**src/verilog/fcore_pkg.sv**
```systemverilog
/*
 * Shared definitions of the multichannel soft core: field layout of the
 * instruction word, opcode set, size limits and the structs that carry
 * issued beats and host register accesses between the blocks.
 */
`default_nettype none

package fcore_pkg;

    localparam int pc_width = 10;
    localparam int instr_width = 32;
    localparam int opcode_width = 5;
    localparam int reg_addr_width = 4;
    localparam int max_channels = 8;
    localparam int chan_width = 3;
    localparam logic [instr_width-1:0] section_end = 32'hC;

    // Bit positions of the instruction fields
    localparam int opcode_lsb = 0;
    localparam int rd_lsb = 5;
    localparam int rs1_lsb = 9;
    localparam int rs2_lsb = 13;

    typedef enum logic [opcode_width-1:0] {
        nop    = 5'd0,
        add    = 5'd1,
        sub    = 5'd2,
        and_op = 5'd3,
        or_op  = 5'd4,
        bgt    = 5'd5,
        ble    = 5'd6,
        beq    = 5'd7,
        ldc    = 5'd8,
        stop   = 5'd9
    } opcode_t;

    typedef struct packed {
        logic                   valid;
        logic [instr_width-1:0] instr;
        logic [instr_width-1:0] constant;
        logic [chan_width-1:0]  channel;
    } issue_t;

    typedef struct packed {
        logic                      valid;
        logic                      write;
        logic [chan_width-1:0]     channel;
        logic [reg_addr_width-1:0] addr;
        logic [instr_width-1:0]    wdata;
    } host_access_t;

    function automatic opcode_t get_opcode(input logic [instr_width-1:0] word);
        return opcode_t'(word[opcode_lsb +: opcode_width]);
    endfunction

    function automatic logic [reg_addr_width-1:0] get_rd(input logic [instr_width-1:0] word);
        return word[rd_lsb +: reg_addr_width];
    endfunction

    function automatic logic [reg_addr_width-1:0] get_rs1(input logic [instr_width-1:0] word);
        return word[rs1_lsb +: reg_addr_width];
    endfunction

    function automatic logic [reg_addr_width-1:0] get_rs2(input logic [instr_width-1:0] word);
        return word[rs2_lsb +: reg_addr_width];
    endfunction

    // True for the opcodes served by the comparison unit
    function automatic logic is_compare(input opcode_t op);
        return (op == bgt) || (op == ble) || (op == beq);
    endfunction

endpackage

`default_nettype wire
```
**src/verilog/compare_unit.sv**
```systemverilog
/*
 * Comparison unit. Signed greater-than and less-or-equal plus equality,
 * each giving a result of exactly 1 or 0.
 */
`timescale 1ns/1ns
`default_nettype none

module compare_unit
    import fcore_pkg::*;
(
    input  wire opcode_t           opcode,
    input  wire [instr_width-1:0]  op_a,
    input  wire [instr_width-1:0]  op_b,
    output logic [instr_width-1:0] result,
    output logic                   writes
);

    logic flag;

    always_comb begin
        flag = 1'b0;
        writes = 1'b0;
        case (opcode)
            bgt: begin
                flag = $signed(op_a) > $signed(op_b);
                writes = 1'b1;
            end
            ble: begin
                flag = $signed(op_a) <= $signed(op_b);
                writes = 1'b1;
            end
            beq: begin
                flag = (op_a == op_b);
                writes = 1'b1;
            end
            default: begin
                flag = 1'b0;
                writes = 1'b0;
            end
        endcase
    end

    assign result = {{(instr_width-1){1'b0}}, flag};

endmodule

`default_nettype wire

```
**config.mk**
```make
export PLATFORM = sky130hd
export DESIGN_NAME = compare_unit
export DESIGN_NICKNAME = d
export VERILOG_FILES = /design/src/verilog/fcore_pkg.sv /design/src/verilog/compare_unit.sv
export SDC_FILE = /design/constraint.sdc
export NUM_CORES = 1
export LEC_CHECK = 0
export BUFFER_PORTS_ARGS = -buffer_cell sky130_fd_sc_hd__buf_2
export CORE_ASPECT_RATIO = 1.2
export CORE_MARGIN = 3
export CORE_UTILIZATION = 40
export DETAILED_ROUTE_END_ITERATION = 8
export PLACE_DENSITY = 0.84
export SYNTH_ARGS = -nofsm -noshare
export SYNTH_HDL_FRONTEND = slang
export SYNTH_SLANG_ARGS = --single-unit
```
**constraint.sdc**
```tcl
create_clock -name vclk -period 3.3
set_input_delay 0.66 -clock vclk [all_inputs]
set_output_delay 0.66 -clock vclk [all_outputs]
set_load 0.05 [all_outputs]
```
==> results.yml <==
outcome:
  status: "finished, final reports clean"
sta:
  setup_violations: 0
  layout_min_cycle_time_ps: 3120
  rsz0062_at_grt: "no"
  fmax_mhz: 321
  finalHoldViolations: 0
  finalSetupTns_ps: 0
  slew_viol_final: 0
  post-route-period-util_pct: 94.4
logic_synthesis:
  synth_most_common_cell: "inv_1"
  synth_commonest_cells: "inv_1, buf_4, ha_1, a21oi_1, nand2_1"
  yosysTopAreaCell: "ha_1"
  syn_area_per_cell_um2: 7.20
  syn_inst: 162
  synth.distinct_cells: 27
  synthTopCellsByArea: "ha_1, buf_4, inv_1"
  synth_seq_area_share_pct: 0
  synth_area_um2: 1170
  yosys_warnings: 0
  yosysTopAreaCellShare_pct: 34.3
layout:
  area_growth_pct: 23.5
  clock_buffers: 0
  fin_nets: 334
  register_area_um2: 0
  antenna_cells: 0
  nFlopsAndLatches: 0
  instances_no_fill: 264
  utilization_pct: 54.3
  drive_gt1_share_pct: 34.2
run:
  drv_cap: 0
routing:
  drt_iter0_markers: 16
  drtPass1Iterations: 4
  drt-wirelength-per-cell_um: 8.85
  drcViolationCount: 0
  wl_mm: 2.34
  num_vias: 1197
  avgViaCountPerCell: 4.53
  drtAntennaViolNets: 0
cts:
  ctsResizeCount: 0
  hold_buffers: 0
  post_cts_buffers: 0
critical_path:
  endpoint: "result[0]"
  crit_start: "op_a[7]"
  end_kind: "output port"
  cp_data_required_time_ps: 2640
  slowest_stage: "o41ai_2"
  crit_chain: "buf_2, ha_1, a21oi_1, o21ai_1, o2bb2ai_1, o41ai_2, and4b_1, nor2_1, a21oi_1, clkbuf_4"
  critical_path.max_fanout: 3
  cpMostUsedCell: "a21oi_1"
  crit_path_start_kind: "primary input"
  critPathMaxStageDelay_ps: 400
  worstPathArrival_ps: 2460
  cpLargestDelayFamily: "compound AO/OA/AOI/OAI gates"
  path_buf_inv: 2
  crit_type: "primary input to output port"
  cp.depth: 10
die:
  num_rows: 20
  die_h_um: 65.1
  die_w_um: 55.3
  die_area_um2: 3600
  top_level_ports: 102
  core_um2: 2650
  start_util_pct: 44.0
grt:
  gr-total-overflow: 0
  track_usage_pct: 12.3
  grt_pass1_wl_mm: 3.91
  grt_pass1_vias: 1056
  antenna_found_initial: 0
  grt_max_degree: 7
placement:
  portBuffers: 71
  place_inst: 264
  place_hpwl_mm: 2.30
  place.gp.congestion: 0.720
worst_hold_path:
  min_path_type: "primary input to output port"
pwr:
  p_leak_uw: 0.000936
  ir_worst_vdd_v: 0.000114
  power_density_nw_per_um2: 151
## cells by family (layout without fill, tap and decap cells)
group / Yosys count / count (layout) / synth area share [%]
buffers and inverters: 66 / 105 / 31.5
adder cells (fa/ha/maj): 32 / 32 / 34.3
AND/OR/NAND/NOR: 32 / 32 / 16.3
AO/OA/AOI/OAI: 31 / 31 / 17.5
other: 1 / 31 / 0.322
## through the flow
| stage | power [uW] | worst slack (ps) | hold slack [ps] | area (um^2) |
|---|---|---|---|---|
| 6_report | 218 | 185 | 1720 | 1440 |
| 3_3_place_gp | 214 | 153 | 1720 | 1440 |
| 3_5_place_dp | 218 | 132 | 1720 | 1440 |
| 5_1_grt | 243 | 4.54 | 1740 | 1440 |
| 2_1_floorplan | 189 | 405 | 1570 | 1280 |
| 4_1_cts | 219 | 129 | 1720 | 1440 |
## routing by layer
layer	global-route usage [%]	up-vias	wire length, um
li1	-	626	-
met1	13.0	513	826
met2	26.3	58	1250
met5	0	-	0
met4	0	0	0
met3	2.16	0	259
## final cells by class
class	instances	area, um^2
inverter	34	128
fill	284	1210
timing repair buffer	71	358
tap	33	41.3
multi-input combinational	126	913
## worst min path at each step
stage / startpoint / end / slack (ps) / cells after the start
after global routing: opcode[2] / result[0] / 1740 / 4
after CTS: opcode[2] / result[0] / 1720 / 4
after global placement: opcode[2] / result[0] / 1720 / 4
final: opcode[2] / result[0] / 1720 / 4
after detailed placement: opcode[2] / result[0] / 1720 / 4
after floorplan: opcode[2] / writes / 1570 / 2
## tightest hold or removal path: stages
cell      delay [ps]
buf_2             90
nand2_1           60
a21oi_1           40
clkbuf_4         200
## placed cells by master (no fill, tap or decap)
cell type / n
clkbuf_4: 1
a21boi_0: 1
nor4_1: 1
nand4_2: 2
nand3_1: 3
a21oi_2: 1
ha_1: 31
a2111oi_1: 1
o2bb2ai_1: 1
o21ai_0: 2
inv_1: 34
a21oi_1: 17
o211a_2: 1
nor4_4: 1
nand4_1: 6
o21a_1: 1
conb_1: 31
nor2_1: 5
nor3b_1: 1
buf_2: 70
a31oi_1: 1
nor2b_1: 1
o21ai_1: 2
ha_2: 1
o211ai_1: 1
nand2_1: 10
o41ai_2: 2
nor3_1: 1
and4b_1: 1
## power breakdown
group          internal, uW  switching (uW)
sequential                0               0
combinational          72.7             145
clock                     0               0
total                  72.7             145
Note: power is estimated with default switching activity, not from simulation.
