$ cat src/verilog/fcore_pkg.sv
/*
 * Shared definitions of the multichannel soft core: field layout of the
 * instruction word, opcode set, size limits and the structs that carry
 * issued beats and host register accesses between the blocks.
 */
`default_nettype none

package fcore_pkg;

    localparam int pc_width = 10;
    localparam int instr_width = 32;
    localparam int opcode_width = 5;
    localparam int reg_addr_width = 4;
    localparam int max_channels = 8;
    localparam int chan_width = 3;
    localparam logic [instr_width-1:0] section_end = 32'hC;

    // Bit positions of the instruction fields
    localparam int opcode_lsb = 0;
    localparam int rd_lsb = 5;
    localparam int rs1_lsb = 9;
    localparam int rs2_lsb = 13;

    typedef enum logic [opcode_width-1:0] {
        nop    = 5'd0,
        add    = 5'd1,
        sub    = 5'd2,
        and_op = 5'd3,
        or_op  = 5'd4,
        bgt    = 5'd5,
        ble    = 5'd6,
        beq    = 5'd7,
        ldc    = 5'd8,
        stop   = 5'd9
    } opcode_t;

    typedef struct packed {
        logic                   valid;
        logic [instr_width-1:0] instr;
        logic [instr_width-1:0] constant;
        logic [chan_width-1:0]  channel;
    } issue_t;

    typedef struct packed {
        logic                      valid;
        logic                      write;
        logic [chan_width-1:0]     channel;
        logic [reg_addr_width-1:0] addr;
        logic [instr_width-1:0]    wdata;
    } host_access_t;

    function automatic opcode_t get_opcode(input logic [instr_width-1:0] word);
        return opcode_t'(word[opcode_lsb +: opcode_width]);
    endfunction

    function automatic logic [reg_addr_width-1:0] get_rd(input logic [instr_width-1:0] word);
        return word[rd_lsb +: reg_addr_width];
    endfunction

    function automatic logic [reg_addr_width-1:0] get_rs1(input logic [instr_width-1:0] word);
        return word[rs1_lsb +: reg_addr_width];
    endfunction

    function automatic logic [reg_addr_width-1:0] get_rs2(input logic [instr_width-1:0] word);
        return word[rs2_lsb +: reg_addr_width];
    endfunction

    // True for the opcodes served by the comparison unit
    function automatic logic is_compare(input opcode_t op);
        return (op == bgt) || (op == ble) || (op == beq);
    endfunction

endpackage

`default_nettype wire
$ cat src/verilog/arith_unit.sv
/*
 * Arithmetic unit. Wrapping 32-bit add and subtract plus bitwise and/or,
 * with a flag telling the register file that the result is to be stored.
 */
`timescale 1ns/1ns
`default_nettype none

module arith_unit
    import fcore_pkg::*;
(
    input  wire opcode_t           opcode,
    input  wire [instr_width-1:0]  op_a,
    input  wire [instr_width-1:0]  op_b,
    output logic [instr_width-1:0] result,
    output logic                   writes
);

    always_comb begin
        result = '0;
        writes = 1'b0;
        case (opcode)
            add: begin
                result = op_a + op_b;
                writes = 1'b1;
            end
            sub: begin
                result = op_a - op_b;
                writes = 1'b1;
            end
            and_op: begin
                result = op_a & op_b;
                writes = 1'b1;
            end
            or_op: begin
                result = op_a | op_b;
                writes = 1'b1;
            end
            default: begin
                // Other opcodes leave the result unused
                result = '0;
                writes = 1'b0;
            end
        endcase
    end

endmodule

`default_nettype wire

$ cat config.mk
export PLATFORM = sky130hd
export DESIGN_NAME = arith_unit
export DESIGN_NICKNAME = d
export VERILOG_FILES = /design/src/verilog/fcore_pkg.sv /design/src/verilog/arith_unit.sv
export SDC_FILE = /design/constraint.sdc
export NUM_CORES = 1
export LEC_CHECK = 0
export ABC_CLOCK_PERIOD_IN_PS = 8420
export BUFFER_PORTS_ARGS = -buffer_cell sky130_fd_sc_hd__buf_2
export CORE_ASPECT_RATIO = 1.75
export CORE_UTILIZATION = 40
export DETAILED_ROUTE_END_ITERATION = 12
export GPL_TIMING_DRIVEN = 0
export PLACE_DENSITY = 0.65
export SLEW_MARGIN = 20
export SYNTH_ARGS = -nofsm -noshare
export SYNTH_HDL_FRONTEND = slang
export SYNTH_SLANG_ARGS = --single-unit
$ cat constraint.sdc
create_clock -name vclk -period 8.42
set_clock_uncertainty 0.2 [all_clocks]
set_input_delay 1.684 -clock vclk [all_inputs]
set_output_delay 1.684 -clock vclk [all_outputs]
set_load 0.01 [all_outputs]
==> results.md, run 1 <==
- Total wire length: about 12000 um
- Worst Path Max Fanout: 10
- Cells on Worst Hold Path: 3
- 1st-pass router iterations: 5
- Sw Share: 0.586
- Yosys warns: 0
- Sequential Area: 0 um2
- Io pins: approximately 100
- Worst Tran Pin Value: approximately 650 ps
- Initial antenna violation count: 0
- CORE AREA: 0.00791 mm2
- Largest family of logic cells by synthesized area: compound AO/OA/AOI/OAI gates
- Synth Area per Inst: between 6 and 7 um2
- Internal power: slightly above 0.1 mW
- Synth top area share: 0.131
- Most frequent cells in the layout: buf_2 (105), nand2_1 (82), a21oi_1 (45), o21ai_0 (41), nor2_1 (36)
- Stages on the worst setup path: 18
- Sequential cell count: 0
- Area Overhead vs Synth: 19.2%
- Worst Path Required: roughly 6500 ps
- Hold Violations, Final: 0
- RSZ-0062 raised after global routing: no
- Overall Global Routing Usage: 0.275
- Mapped Nets: slightly above 600
- Antenna-violating nets left: 0
- # DRC: 0
- Nets: roughly 720
- Compound-cell area share of the yosys netlist: 0.368
- Syn Inst Count: between 500 and 600
- Initial DRC Count: between 150 and 200
- Post-Synth Adder-Cell Area: 0.137
- Peak supply drop: ~0.027 mV
- Crit path cell chain: buf_2 -> nor3_1 -> nand2_1 -> or2_2 -> clkbuf_1 -> clkbuf_2 -> nand2_1 -> o21ai_0 -> fa_1 -> and2b_1 -> o2111ai_1 -> a21boi_0 -> o21ai_0 -> a211oi_1 -> a21oi_1 -> or4b_2 -> nand3_1 -> buf_2
- Die X: roughly 70 um
- Worst path bufs/invs: 4
- N_diodes: 0
- # clk buffers: 0
- Vias: 4207
- Synth Cell Area: approximately 0.0032 mm2
- First-pass GRT wire length: around 19000 um
- Critical path's slowest cell: or4b_2
- Post-Synth Simple-Gate Area: 0.276
- IO buf count: ~100
- Clk pwr share: 0
- Total congestion overflow: 0
- Slew Viols, Final: 0
- Max incr delay on CP: 650 ps
- HP Class: in2out
- Fin util: 0.489
- CP delay by family, top: simple AND/OR/NAND/NOR gates
- Largest net degree at the start of global routing: 11
- Placer Congestion: 0.942
- Worst setup path class: in2out
- Crit start category: primary input
- Combinational share of power: 1.000
- Status: complete, no violations
- Tmin final: 8070 ps
- Critical Path End Type: output pin
- Worst setup startpoint: opcode[4]
- Peak Freq: roughly 120 MHz
- Number of global-route vias before repair: about 4000
- Initial Util: 0.411
- Synth cell types: 65
- PD cells: around 64 mW/mm2
- Largest area contributor in the synthesized netlist: ha_1
- Commonest non-fill, non-tap cell in the layout: buf_2
- Worst Path Arrival: ~6000 ps
- Post-synthesis mux area share: 0.0131
- Wire per inst: 17.0 um
- Setup-failing EPs final: 0
- Full die area: ~0.0085 mm2
- Period utilisation layout: 0.958
- Synth area leaders: ha_1 (13%), nand2_1 (9.5%), xnor2_1 (9.4%), a21oi_1 (6.9%), o21ai_0 (6.3%)
- Vias per cell: ~6
- Overall die height: around 120 um
- Critical hold path startpoint: opcode[3]
- Share of post-route cells with drive strength above 1: 0.203
- Setup TNS: 0 ps
- Max-slew headroom: 0.564
- Post-DP HPWL: 9830 um
- Sequential share of power: 0
- Static Leak: just under 2 nW
- Max-Cap Viols: 0
- Sequential-to-total area share from yosys stat: 0
- Post-Synth XOR/XNOR Area: 0.151
- Psw: approximately 0.15 mW
- Cell Rows: 43
-- logic make-up (layout without fill, tap and decap cells) --
group                    Yosys count  after routing
AO/OA/AOI/OAI                    181            181
AND/OR/NAND/NOR                  188            188
buffers and inverters             47            149
multiplexers                       4              4
XOR/XNOR                          55             55
adder cells (fa/ha/maj)           35             35
-- worst min-delay path: stages --
cell    delay (ps)
buf_2          100
nor3_1          50
buf_2          130
-- cell type report --
| cell class | count | area [um2] |
|---|---|---|
| multi-input combinational | 463 | 3070 |
| tap | 90 | 113 |
| inverter | 19 | 71.3 |
| buffer | 28 | 110 |
| fill | 855 | 4040 |
| timing repair buffer | 102 | 510 |
-- timing repair --
action / 4_1_cts / 5_1_grt
setup endpoints to repair: 0 / 2
gates resized for setup: 0 / 1
hold buffers: 0 / 0
setup buffers: 0 / 0
-- synth_stat cells (4+ instances only) --
master / number
inv_1: 19
clkbuf_1: 23
a31oi_1: 6
nor2_1: 36
o21ai_1: 4
xnor2_1: 35
nor4_1: 6
a221o_1: 5
a22oi_1: 22
o21ai_0: 41
nand2_1: 82
nor2b_1: 4
ha_1: 34
a21o_1: 17
or2_2: 4
nand4_1: 6
nor3_1: 16
a21oi_1: 45
xor2_1: 19
nand3_1: 7
nand2b_1: 8
-- stage by stage --
stage | power (mW) | instance area [um2] | setup slack [ps] | instances | hold slack (ps)
6_report | 0.249 | 3870 | 353 | 702 | 3440
5_1_grt | 0.277 | 3870 | 78.1 | 702 | 3450
4_1_cts | 0.246 | 3870 | 290 | 702 | 3440
3_5_place_dp | 0.245 | 3870 | 307 | 702 | 3440
3_3_place_gp | 0.241 | 3870 | 361 | 702 | 3430
2_1_floorplan | 0.168 | 3250 | 1380 | 510 | 3220
-- power by group through the flow --
stage                     logic (mW)  registers [mW]  clock network [mW]
final                          0.249               0                   0
after global routing           0.277               0                   0
after CTS                      0.246               0                   0
after detailed placement       0.245               0                   0
after global placement         0.241               0                   0
after floorplan                0.168               0                   0
-- final timing paths --
check / to / slack, ps
setup / recovery: result[28] / 350
hold / removal: writes / 3440
-- per-layer routing --
| layer | track usage | vias up | share of wire |
|---|---|---|---|
| met5 | 0 | - | 0 |
| met4 | 0.128 | 0 | 0.043 |
| met3 | 0.0108 | 37 | 0.030 |
| met2 | 0.532 | 131 | 0.54 |
| met1 | 0.299 | 1955 | 0.38 |
| li1 | - | 2084 | - |
Note: power is estimated with default switching activity, not from simulation.
==> inputs of run 2 (changes only) <==
--- a/config.mk
+++ b/config.mk
@@ -9,8 +9,8 @@
 export BUFFER_PORTS_ARGS = -buffer_cell sky130_fd_sc_hd__buf_2
 export CORE_ASPECT_RATIO = 1.75
-export CORE_UTILIZATION = 40
+export CORE_UTILIZATION = 50
 export DETAILED_ROUTE_END_ITERATION = 12
 export GPL_TIMING_DRIVEN = 0
-export PLACE_DENSITY = 0.65
+export PLACE_DENSITY = 0.78
 export SLEW_MARGIN = 20
 export SYNTH_ARGS = -nofsm -noshare
==> constraint.sdc (replaced) <==
create_clock -name vclk -period 8.42
set_clock_uncertainty 0.2 [all_clocks]
set_input_delay 1.684 -clock vclk [all_inputs]
set_output_delay 1.684 -clock vclk [all_outputs]
set_load 0.02 [all_outputs]
==> run 2 against run 1 <==
Effect of this change: hold slack improved by 30 ps; sequential cell count stayed put; clock-buffer cell count stayed put; die area is 20% lower; wire length shrank 4.1%; total power grew 1.7%; first-iteration DRC count up 26%; global-route usage up 5.9 points; largest cell class unchanged.
==> results.md, run 2 (same netlist as run 1, synthesis figures left out) <==
- CORE AREA: 0.00623 mm2 (-21%)
- Sequential Area: 0 um2 (unchanged)
- Vias per cell: 6.15 (+2.6%)
- Critical Path End Type: output pin
- Placer Congestion: 0.949 (+0.75%)
- PD cells: 65.6 mW/mm2 (+1.9%)
- Die X: 62.9 um (-10%)
- Worst Path Arrival: 6010 ps (-170 ps)
- Fill count: 633 (-26%)
- Initial Util: 0.521 (+0.111)
- Worst setup path class: in2out
- Cell Rows: 38 (-12%)
- Post-DP Area: 0.00386 mm2 (-0.32%)
- Fin util: 0.620 (+0.131)
- Max-Cap Viols: 0 (unchanged)
- Post-DP HPWL: 9440 um (-3.9%)
- Static Leak: 1.94 nW (about the same)
- Final instance area: 0.00386 mm2 (-0.19%)
- Io pins: 102 (unchanged)
- Initial DRC Count: 243 (+26%)
- Tmin final: 7890 ps (-174 ps)
- Setup-failing EPs final: 0 (unchanged)
- Most frequent cells in the layout: buf_2 (105), nand2_1 (82), a21oi_1 (45), o21ai_0 (41), nor2_1 (36)
- Status: complete, no violations
- Setup TNS: 0 ps (unchanged)
- Commonest non-fill, non-tap cell in the layout: buf_2
- Hold Buf Count CTS: 0 (unchanged)
- First-pass GRT wire length: 18300 um (-3.5%)
- Crit path capture: result[28]
- Total wire length: 11400 um (-4.1%)
- Period utilisation layout: 0.937 (-0.0207)
- Total Power: 0.253 mW (+1.7%)
- Worst Tran Pin Value: 723 ps (+68.1 ps)
- N_diodes: 0 (unchanged)
- Vias: 4253 (+1.1%)
- Sequential cell count: 0 (unchanged)
- Overall Global Routing Usage: 0.333 (+0.0585)
- Total congestion overflow: 0 (unchanged)
- Final hold slack: 3470 ps (+29.9 ps)
- # clk buffers: 0 (unchanged)
- Worst setup startpoint: opcode[4]
- IO buf count: 102 (unchanged)
- Initial antenna violation count: 0 (unchanged)
- Largest net degree at the start of global routing: 11 (unchanged)
- Hold Violations, Final: 0 (unchanged)
- HP Class: in2out
- Peak supply drop: 0.0338 mV (+25%)
- Number of global-route vias before repair: 4080 (+1.8%)
- Worst Path Required: 6540 ps (about the same)
- RSZ-0062 raised after global routing: no
- Worst Path Max Fanout: 10 (unchanged)
- Nets: 718 (unchanged)
- Slew Viols, Final: 0 (unchanged)
- Cells on Worst Hold Path: 3 (unchanged)
- Full die area: 0.00683 mm2 (-20%)
- Overall die height: 109 um (-10%)
- Area Overhead vs Synth: 19.0%
- Peak Freq: 127 MHz (+2.2%)
- Antenna-violating nets left: 0 (unchanged)
- Share of post-route cells with drive strength above 1: 0.204 (+0.00163)
- Max-slew headroom: 0.517 (-0.0472)
- # DRC: 0 (unchanged)
- Wire per inst: 16.5 um (-2.7%)
- Crit start category: primary input
- 1st-pass router iterations: 5 (unchanged)
[run 2: cell count changes in the layout (fill, tap and decap cells not counted)]
cell / change
nor3_1: -1
nor3_2: +1
[run 2: timing repair]
item                       in CTS  in global routing
resized for setup               0                  2
buffers inserted                0                  0
setup endpoints to repair       0                  2
[run 2: metal layers]
layer | wire length, um | GRT usage
met2 | 6180 | 0.660
met3 | 516 | 0.0274
met1 | 4090 | 0.327
met4 | 620 | 0.194
met5 | 0 | 0
[run 2: worst max-delay path, stage by stage]
cell,delay [ps]
buf_2,120
nor3_2,250
nand2_1,100
or2_2,270
clkbuf_1,230
clkbuf_2,330
nand2_1,140
o21ai_0,160
fa_1,450
and2b_1,250
o2111ai_1,200
a21boi_0,250
o21ai_0,180
a211oi_1,340
a21oi_1,160
or4b_2,650
nand3_1,80
buf_2,160
[run 2: through the flow]
step / cells / worst slack, ps
after detailed placement: 692 / 341
after global placement: 692 / 407
final: 692 / 528
after CTS: 692 / 307
after global routing: 692 / 45.4
after floorplan: 510 / 1080
[run 2: worst min-delay path by stage]
stage,start,end,slack (ps)
6_report,opcode[3],writes,3470
5_1_grt,opcode[3],writes,3480
4_1_cts,opcode[3],writes,3460
3_5_place_dp,opcode[3],writes,3460
3_3_place_gp,opcode[3],writes,3460
2_1_floorplan,opcode[3],writes,3250
[run 2: final cells by class]
| class | instances | area, um2 | area share |
|---|---|---|---|
| Tap cell | 80 | 100 | 0.0259 |
| Buffer | 28 | 110 | 0.0285 |
| Inverter | 19 | 71.3 | 0.0185 |
| Multi-Input combinational cell | 463 | 3070 | 0.795 |
| Timing Repair Buffer | 102 | 510 | 0.132 |
[run 2: power by group]
group	switching, mW	internal [mW]
clock network	0	0
registers	0	0
logic	0.150	0.103
