==> src/verilog/fcore_pkg.sv <==
/*
 * Shared definitions of the multichannel soft core: field layout of the
 * instruction word, opcode set, size limits and the structs that carry
 * issued beats and host register accesses between the blocks.
 */
`default_nettype none

package fcore_pkg;

    localparam int pc_width = 10;
    localparam int instr_width = 32;
    localparam int opcode_width = 5;
    localparam int reg_addr_width = 4;
    localparam int max_channels = 8;
    localparam int chan_width = 3;
    localparam logic [instr_width-1:0] section_end = 32'hC;

    // Bit positions of the instruction fields
    localparam int opcode_lsb = 0;
    localparam int rd_lsb = 5;
    localparam int rs1_lsb = 9;
    localparam int rs2_lsb = 13;

    typedef enum logic [opcode_width-1:0] {
        nop    = 5'd0,
        add    = 5'd1,
        sub    = 5'd2,
        and_op = 5'd3,
        or_op  = 5'd4,
        bgt    = 5'd5,
        ble    = 5'd6,
        beq    = 5'd7,
        ldc    = 5'd8,
        stop   = 5'd9
    } opcode_t;

    typedef struct packed {
        logic                   valid;
        logic [instr_width-1:0] instr;
        logic [instr_width-1:0] constant;
        logic [chan_width-1:0]  channel;
    } issue_t;

    typedef struct packed {
        logic                      valid;
        logic                      write;
        logic [chan_width-1:0]     channel;
        logic [reg_addr_width-1:0] addr;
        logic [instr_width-1:0]    wdata;
    } host_access_t;

    function automatic opcode_t get_opcode(input logic [instr_width-1:0] word);
        return opcode_t'(word[opcode_lsb +: opcode_width]);
    endfunction

    function automatic logic [reg_addr_width-1:0] get_rd(input logic [instr_width-1:0] word);
        return word[rd_lsb +: reg_addr_width];
    endfunction

    function automatic logic [reg_addr_width-1:0] get_rs1(input logic [instr_width-1:0] word);
        return word[rs1_lsb +: reg_addr_width];
    endfunction

    function automatic logic [reg_addr_width-1:0] get_rs2(input logic [instr_width-1:0] word);
        return word[rs2_lsb +: reg_addr_width];
    endfunction

    // True for the opcodes served by the comparison unit
    function automatic logic is_compare(input opcode_t op);
        return (op == bgt) || (op == ble) || (op == beq);
    endfunction

endpackage

`default_nettype wire
==> src/verilog/control_unit.sv <==
/*
 * Control unit. Steps over the metadata and I/O mapping sections of the
 * image, then issues every code instruction once per channel before the
 * program counter moves on. Ends a run on STOP or on a fault.
 */
`timescale 1ns/1ns
`default_nettype none

module control_unit
    import fcore_pkg::*;
(
    input  wire                    clock,
    input  wire                    rst,
    input  wire                    run,
    input  wire [pc_width-1:0]     program_size,
    input  wire [chan_width:0]     n_channels,
    input  wire [instr_width-1:0]  word0,
    input  wire [instr_width-1:0]  word1,
    output logic [pc_width-1:0]    pc,
    output logic                   io_map_valid,
    output logic [instr_width-1:0] io_map_data,
    output issue_t                 issue,
    output logic                   busy,
    output logic                   done,
    output logic                   fault
);

    typedef enum logic [2:0] {
        st_idle,
        st_metadata,
        st_io_mapping,
        st_run,
        st_fault
    } state_t;

    state_t                state;
    logic [chan_width-1:0] channel;
    logic [pc_width-1:0]   size_q;
    logic [chan_width:0]   chans_q;
    opcode_t               word_op;
    logic                  last_channel;
    logic [pc_width-1:0]   pc_step;

    assign word_op = get_opcode(word0);
    assign last_channel = ({1'b0, channel} == chans_q - 1'b1);

    // A constant load consumes the following word as well
    assign pc_step = (word_op == ldc) ? pc_width'(2) : pc_width'(1);

    always_ff @(posedge clock) begin
        if (rst) begin
            state <= st_idle;
            pc <= '0;
            channel <= '0;
            size_q <= '0;
            chans_q <= '0;
            busy <= 1'b0;
            done <= 1'b0;
            fault <= 1'b0;
            io_map_valid <= 1'b0;
            issue.valid <= 1'b0;
        end else begin
            done <= 1'b0;
            io_map_valid <= 1'b0;
            issue.valid <= 1'b0;

            case (state)
                st_idle, st_fault: begin
                    // A new run also clears a pending fault
                    if (run) begin
                        state <= st_metadata;
                        pc <= '0;
                        channel <= '0;
                        size_q <= program_size;
                        chans_q <= n_channels;
                        busy <= 1'b1;
                        fault <= 1'b0;
                    end
                end

                st_metadata: begin
                    if (word0 == section_end) begin
                        state <= st_io_mapping;
                    end
                    pc <= pc + 1'b1;
                end

                st_io_mapping: begin
                    if (word0 == section_end) begin
                        state <= st_run;
                    end else begin
                        io_map_valid <= 1'b1;
                        io_map_data <= word0;
                    end
                    pc <= pc + 1'b1;
                end

                st_run: begin
                    if (pc >= size_q) begin
                        state <= st_fault;
                        fault <= 1'b1;
                        busy <= 1'b0;
                    end else if (word_op == stop) begin
                        state <= st_idle;
                        done <= 1'b1;
                        busy <= 1'b0;
                    end else begin
                        issue.valid <= 1'b1;
                        issue.instr <= word0;
                        issue.constant <= word1;
                        issue.channel <= channel;
                        if (last_channel) begin
                            channel <= '0;
                            pc <= pc + pc_step;
                        end else begin
                            channel <= channel + 1'b1;
                        end
                    end
                end

                default: begin
                    state <= st_idle;
                end
            endcase
        end
    end

    // Zero channels would leave the channel counter without an end
    run_channels_nonzero: assert property (
        @(posedge clock) disable iff (rst)
        run |-> (n_channels != '0)
    );

endmodule

`default_nettype wire

==> config.mk <==
export PLATFORM = sky130hd
export DESIGN_NAME = control_unit
export DESIGN_NICKNAME = d
export VERILOG_FILES = /design/src/verilog/fcore_pkg.sv /design/src/verilog/control_unit.sv
export SDC_FILE = /design/constraint.sdc
export NUM_CORES = 1
export LEC_CHECK = 0
export ABC_AREA = 1
export BUFFER_PORTS_ARGS = -buffer_cell sky130_fd_sc_hd__buf_2
export CAP_MARGIN = 20
export CELL_PAD_IN_SITES_DETAIL_PLACEMENT = 1
export CELL_PAD_IN_SITES_GLOBAL_PLACEMENT = 1
export CORE_MARGIN = 2
export CORE_UTILIZATION = 37
export DETAILED_ROUTE_END_ITERATION = 16
export PLACE_DENSITY_LB_ADDON = 0.2
export SLEW_MARGIN = 5
export SYNTH_ARGS = -nofsm -noshare
export SYNTH_HDL_FRONTEND = slang
export SYNTH_SLANG_ARGS = --single-unit
==> constraint.sdc <==
create_clock -name clock -period 4.9 [get_ports clock]
set_input_delay 0.735 -clock clock [delete_from_list [all_inputs] [get_ports clock]]
set_output_delay 0.735 -clock clock [all_outputs]
set_load 0.1 [all_outputs]
==> flow_metrics.tcl, run 1 <==
set metrics [dict create \
    slew_headroom_pct 40.6 \
    netlist_area_um2 5170 \
    drive_gt1_share_pct 37.6 \
    drt-total-wl_um 13900 \
    ctsResizeCount 0 \
    critPathMaxStageDelay_ns 0.68 \
    critPathBufInv 3 \
    hp-class "reg -> reg" \
    clkTransAtPathRegs_ns 0.06 \
    drcViolationCount 0 \
    die_w_um 122 \
    fp-row-count 43 \
    fin_crit_ns 2.65 \
    grt_pass1_wl_um 21000 \
    critPathArrivalTime_ns 2.69 \
    synth_top_area_share_pct 57.5 \
    vias 3891 \
    p_leak_nw 2.98 \
    cts.path.max_buffers 2 \
    status "finished, final reports clean" \
    grt_max_degree 68 \
    dieArea_um2 14900 \
    syn2layout_area_growth_pct 33.7 \
    antenna_found_initial 0 \
    cts_tree "done" \
    place.port_buffers 194 \
    critPathLaunchType "flop" \
    fmax_mhz 377 \
    synth_area_leaders "edfxtp_1 58%, dfxtp_1 14%, nand2_1 4.8%, nor2_1 3.7%, ha_1 3.4%" \
    fin_nets 729 \
    dr.pass1.iters 4 \
    path_cells "inv_1 > ha_1 > inv_1 > nand2_1 > nand2_1 > nand2_1 > nand3_1 > nand4_1 > nor2_4 > buf_4" \
    die_h_um 122 \
    critical_path_required_ns 4.94 \
    grt_pass1_vias 3934 \
    antenna_left 0 \
    ys_warn_count 0 \
    placed_area_um2 6350 \
    cpMostUsedCell "nand2_1" \
    crit_path_top_delay_cell "buf_4" \
    start_util_pct 37.5 \
    drt_first_iter_violations 276 \
    ys_types 34 \
    slew_violations 0 \
    worstSetupEndpointType "flop" \
    postCtsSetupBuffers 0 \
    core_um2 13800 \
    rsz0062_at_grt "false" \
    max_cap_viol_count 0 \
    vias_per_cell 4.71 \
    setup_viol 0 \
    post-dp-hpwl_um 10300 \
    cts_buffers 17 \
    hold_violations 0 \
    ios 195 \
    wl_per_cell_um 16.8 \
    cts_num_sinks 134 \
    critPathMaxFanout 67 \
    clock_latency_ns 0.42 \
    synth_area_per_cell_um2 12.2 \
    seq_area_frac_synth_pct 71.1 \
    gp_routability_congestion 0.813 \
    period_share_pct 54.1 \
    cts-root-buf "clkbuf_16" \
    max-vdd-ir-drop_uv 282 \
    cts_hold_buf 0 \
    htreeDepth 4 \
    synth_nets 520 \
    grt_overflow_total 0 \
    stdcell_area_um2 6910 \
    antenna_cells 0 \
    fin_setup_tns_ns 0 \
    syn_inst 424 \
    crit_type "reg -> reg" \
    tightest_slew_ns 0.891 \
    synth_area_leader_cell "edfxtp_1" \
    power.density_nw_per_um2 577 \
    synth_seq_cells 134 \
    grtUsageTotal_pct 18.9 \
    critPathTopFamily "buffers and inverters" \
    hold_ws_ns 0.458 \
    skew_ns 0.0110 \
]
==> power breakdown <==
| part | switching (W) | internal [W] |
|---|---|---|
| sequential | 0.0000823 | 0.00137 |
| clock | 0.000490 | 0.000698 |
| combinational | 0.00106 | 0.000277 |
| total | 0.00164 | 0.00235 |
==> worst reg2reg max path: stages, from the launching register on <==
cell and delay, ns:
dfxtp_1 0.43, inv_1 0.08, ha_1 0.30, inv_1 0.05
nand2_1 0.04, nand2_1 0.05, nand2_1 0.05, nand3_1 0.16
nand4_1 0.24, nor2_4 0.13, buf_4 0.68
==> worst paths after layout <==
path,start,to,slack [ns],cells past startpoint
hold / removal,size_q[9]$_SDFFE_PP0P_,size_q[9]$_SDFFE_PP0P_,0.46,2
setup reg to reg,pc[0]$_SDFFE_PP0P_,issue[59]$_DFFE_PP_,2.25,10
hold reg to reg,size_q[9]$_SDFFE_PP0P_,size_q[9]$_SDFFE_PP0P_,0.46,2
setup / recovery,pc[0]$_SDFFE_PP0P_,issue[59]$_DFFE_PP_,2.25,10
==> synth_stat cells, drive strengths merged <==
master / count
nor3b: 1
a21o: 1
buf: 3
nand3: 24
nor2: 55
xor2: 2
inv: 45
or2: 2
o21bai: 2
a21oi: 36
nand3b: 1
and3: 2
nor3: 4
a31oi: 1
o21ai: 18
ha: 14
fa: 1
nand2: 67
edfxtp: 99
dfxtp: 35
clkbuf: 4
nand4: 7
==> cell usage in the layout (no fill, tap or decap), drive strengths merged <==
master / n
a21o: 1
a21oi: 36
a31oi: 1
and3: 2
buf: 197
bufinv: 1
clkbuf: 17
clkinv: 10
clkinvlp: 1
dfxtp: 35
edfxtp: 99
fa: 1
ha: 14
inv: 48
nand2: 67
nand3: 24
nand3b: 1
nand4: 7
nor2: 55
nor3: 4
nor3b: 1
o21ai: 18
o21bai: 2
or2: 2
xor2: 2
==> logic make-up after synthesis <==
family / count (synthesis) / synth area share [%]
xor gates and xnor gates: 2 / 0.339
adders and majority gates: 15 / 3.78
AOI/OAI and AO/OA: 58 / 6.30
buffers and inverters: 52 / 4.14
DFF: 134 / 71.1
and+or+nand+nor: 163 / 14.3
==> through the flow <==
stage / instances / power (W) / setup slack, ns / utilization [%]
6_report: 826 / 0.00398 / 2.25 / 50.1
3_5_place_dp: 794 / 0.00283 / 1.82 / 46.1
4_1_cts: 826 / 0.00403 / 2.24 / 50.1
3_3_place_gp: 794 / 0.00279 / 1.87 / 46.1
5_1_grt: 826 / 0.00419 / 2.00 / 50.1
2_1_floorplan: 424 / 0.00257 / 0.822 / -
==> metal layers <==
layer / wire length [um] / track usage, % / vias up
li1: - / - / 1879
met1: 5590 / 21.2 / 1847
met2: 6960 / 32.8 / 142
met3: 1040 / 6.41 / 23
met4: 310 / 7.90 / 0
met5: 0 / 0 / -
==> state kept, by name (all words and copies together) (netlist names) <==
| signal | cells |
|---|---|
| issue | 68 |
| io_map_data | 32 |
| pc | 10 |
| size_q | 10 |
| chans_q | 4 |
| channel | 3 |
| state | 3 |
| busy | 1 |
| done | 1 |
| fault | 1 |
| io_map_valid | 1 |
==> layout make-up <==
| class | count | area [um^2] |
|---|---|---|
| clock inverter | 15 | 130 |
| multi-input combinational | 238 | 1290 |
| timing repair buffer | 197 | 993 |
| sequential | 134 | 3670 |
| inverter | 45 | 171 |
| tap | 180 | 225 |
| clock buffer | 17 | 425 |
| fill | 1536 | 6870 |
(Power assumes the default switching activity.)
==> inputs of run 2 (changes only) <==
Settings changed: CORE_UTILIZATION 37 to 34.
Clock period 4.9 ns to 2.4 ns, I/O delays scaled along.
==> run 2 against run 1 <==
Sequential share of layout area decreased by 1.8 points. Sequential power rose by 100%. Register-to-register slack got worse by 2.0 ns. Sequential cell count unchanged. Wire length is 2.6% higher. Utilization down 2.1 points. Die area grew 8.5%. Clock power rose by 120%. Critical path depth up 1. Non-clock buffer count grew 13. Setup slack lost 2.0 ns. Cell count increased by 2.7%. Critical path type unchanged. Largest cell class unchanged.
==> flow_metrics.tcl, run 2 (synthesis gave the netlist of run 1 again) <==
set metrics [dict create \
    grtUsageTotal_pct 17.7 \
    critPathMaxStageDelay_ns 0.38 \
    setup_viol 0 \
    critPathMaxFanout 4 \
    grt_use_met3_pct 5.03 \
    start_util_pct 34.4 \
    grt_overflow_total 0 \
    layout_commonest_cell "buf_2" \
    worstSetupEndpointType "flop" \
    cpMostUsedCell "nand2_1" \
    drive_gt1_share_pct 41.9 \
    dieArea_um2 16200 \
    ios 195 \
    cts-root-buf "clkbuf_16" \
    period_share_pct 91.2 \
    wl_per_cell_um 16.8 \
    cts_hold_buf 0 \
    top_register "issue" \
    die_w_um 127 \
    grtUsageMet2_pct 31.0 \
    fin_crit_ns 2.19 \
    cts.path.max_buffers 2 \
    critPathLaunchType "flop" \
    status "finished, final reports clean" \
    reg_top3 "issue (68), io_map_data (32)" \
    rsz0062_at_grt "false" \
    grt_pass1_wl_um 21900 \
    dr.pass1.iters 4 \
    fillCellCount 1638 \
    place_inst 815 \
    core_um2 15000 \
    fp-row-count 45 \
    critical_path_required_ns 2.73 \
    cts_tree "done" \
    crit_type "reg -> reg" \
    htreeDepth 4 \
    gp_routability_congestion 0.822 \
    drt_first_iter_violations 172 \
    drcViolationCount 0 \
    grt_max_degree 33 \
    vias 4029 \
    skew_ns 0.00579 \
    largest_reg_flops 68 \
    vias_per_cell 4.75 \
    slew_violations 0 \
    grt_use_met1_pct 20.7 \
    critPathBufInv 1 \
    slew_headroom_pct 65.3 \
    hold_violations 0 \
    cts_num_sinks 134 \
    antenna_left 0 \
    power.density_nw_per_um2 1170 \
    clock_latency_ns 0.41 \
    antenna_found_initial 1 \
    critPathTopFamily "simple AND/OR/NAND/NOR gates" \
    stdcell_count 848 \
    grt-busiest-layer "met2" \
    place.port_buffers 194 \
    drt-total-wl_um 14300 \
    path_cells "nand3_2 > nor3_2 > inv_1 > ha_1 > fa_1 > nand2_1 > nor2_1 > nand2_1 > nor3b_1 > nand3_1 > a21oi_1" \
    hp-class "in -> reg" \
    clkTransAtPathRegs_ns 0.06 \
    fmax_mhz 457 \
    mostFrequentLayoutCells "194 x buf_2, 99 x edfxtp_1, 65 x nand2_1" \
    die_h_um 127 \
    cts_buffers 17 \
    max_cap_viol_count 0 \
    crit_path_top_delay_cell "fa_1" \
    fin_nets 742 \
    p_leak_nw 3.07 \
    syn2layout_area_growth_pct 39.7 \
    tightest_slew_ns 0.524 \
    critPathArrivalTime_ns 2.52 \
    p_total_w 0.00846 \
    post-dp-hpwl_um 10900 \
    grt_pass1_vias 4073 \
    max-vdd-ir-drop_uv 510 \
]
==> run 2: changes by cell type in the layout (fill, tap and decap cells not counted), sizes merged <==
cell,delta
clkbuf,+2
inv,-3
bufinv,+2
clkinvlp,+1
buf,+13
clkinv,-2
diode,+1
==> run 2: path summary, 6_finish.rpt <==
path              slack (ns)  cells past startpoint              startpoint                     end
setup / recovery        0.21                     11   state[1]$_SDFFE_PP0P_      pc[6]$_SDFFE_PP0P_
hold / removal          0.12                      1                word1[9]     issue[12]$_DFFE_PP_
setup reg to reg        0.21                     11   state[1]$_SDFFE_PP0P_      pc[6]$_SDFFE_PP0P_
hold reg to reg         0.46                      2  size_q[2]$_SDFFE_PP0P_  size_q[2]$_SDFFE_PP0P_
==> run 2: layout make-up <==
class	count	area (um^2)	share of cell area [%]
clock buffer	19	433	6.00
antenna	1	2.50	0.0347
tap	188	235	3.26
sequential	134	3710	51.4
clock inverter	13	158	2.18
multi-input combinational	238	1390	19.3
timing repair buffer	210	1120	15.5
inverter	45	171	2.38
==> run 2: metal layers <==
layer | wire length (um) | vias to the layer above
li1 | - | 1913
met2 | 7340 | 162
met3 | 997 | 19
met5 | 0 | -
met4 | 211 | 0
met1 | 5720 | 1935
==> run 2: repair_timing <==
action | in CTS | in global routing
buffers inserted | 0 | 0
setup endpoints to repair | 0 | 1
gates resized for setup | 0 | 1
==> run 2: where the power goes <==
part           switching, W  internal, W  leakage, nW  total (W)
Sequential         0.000170      0.00282         1.19    0.00299
Clock              0.000957      0.00163        0.282    0.00258
Combinational       0.00225     0.000637         1.60    0.00289
Total               0.00338      0.00508         3.07    0.00846
==> run 2: metrics by stage <==
step                      utilization (%)  setup TNS (ns)  hold WS, ns  setup slack (ns)  area, um^2
after detailed placement             44.0          -0.254        0.464            -0.125        6620
after global placement               44.0          -0.142        0.458           -0.0833        6620
after CTS                            48.0               0       0.0993             0.151        7210
after floorplan                         -          -23.54        0.419            -0.351        5310
after global routing                 48.0               0        0.106            0.0161        7220
final                                48.0               0        0.118             0.211        7220
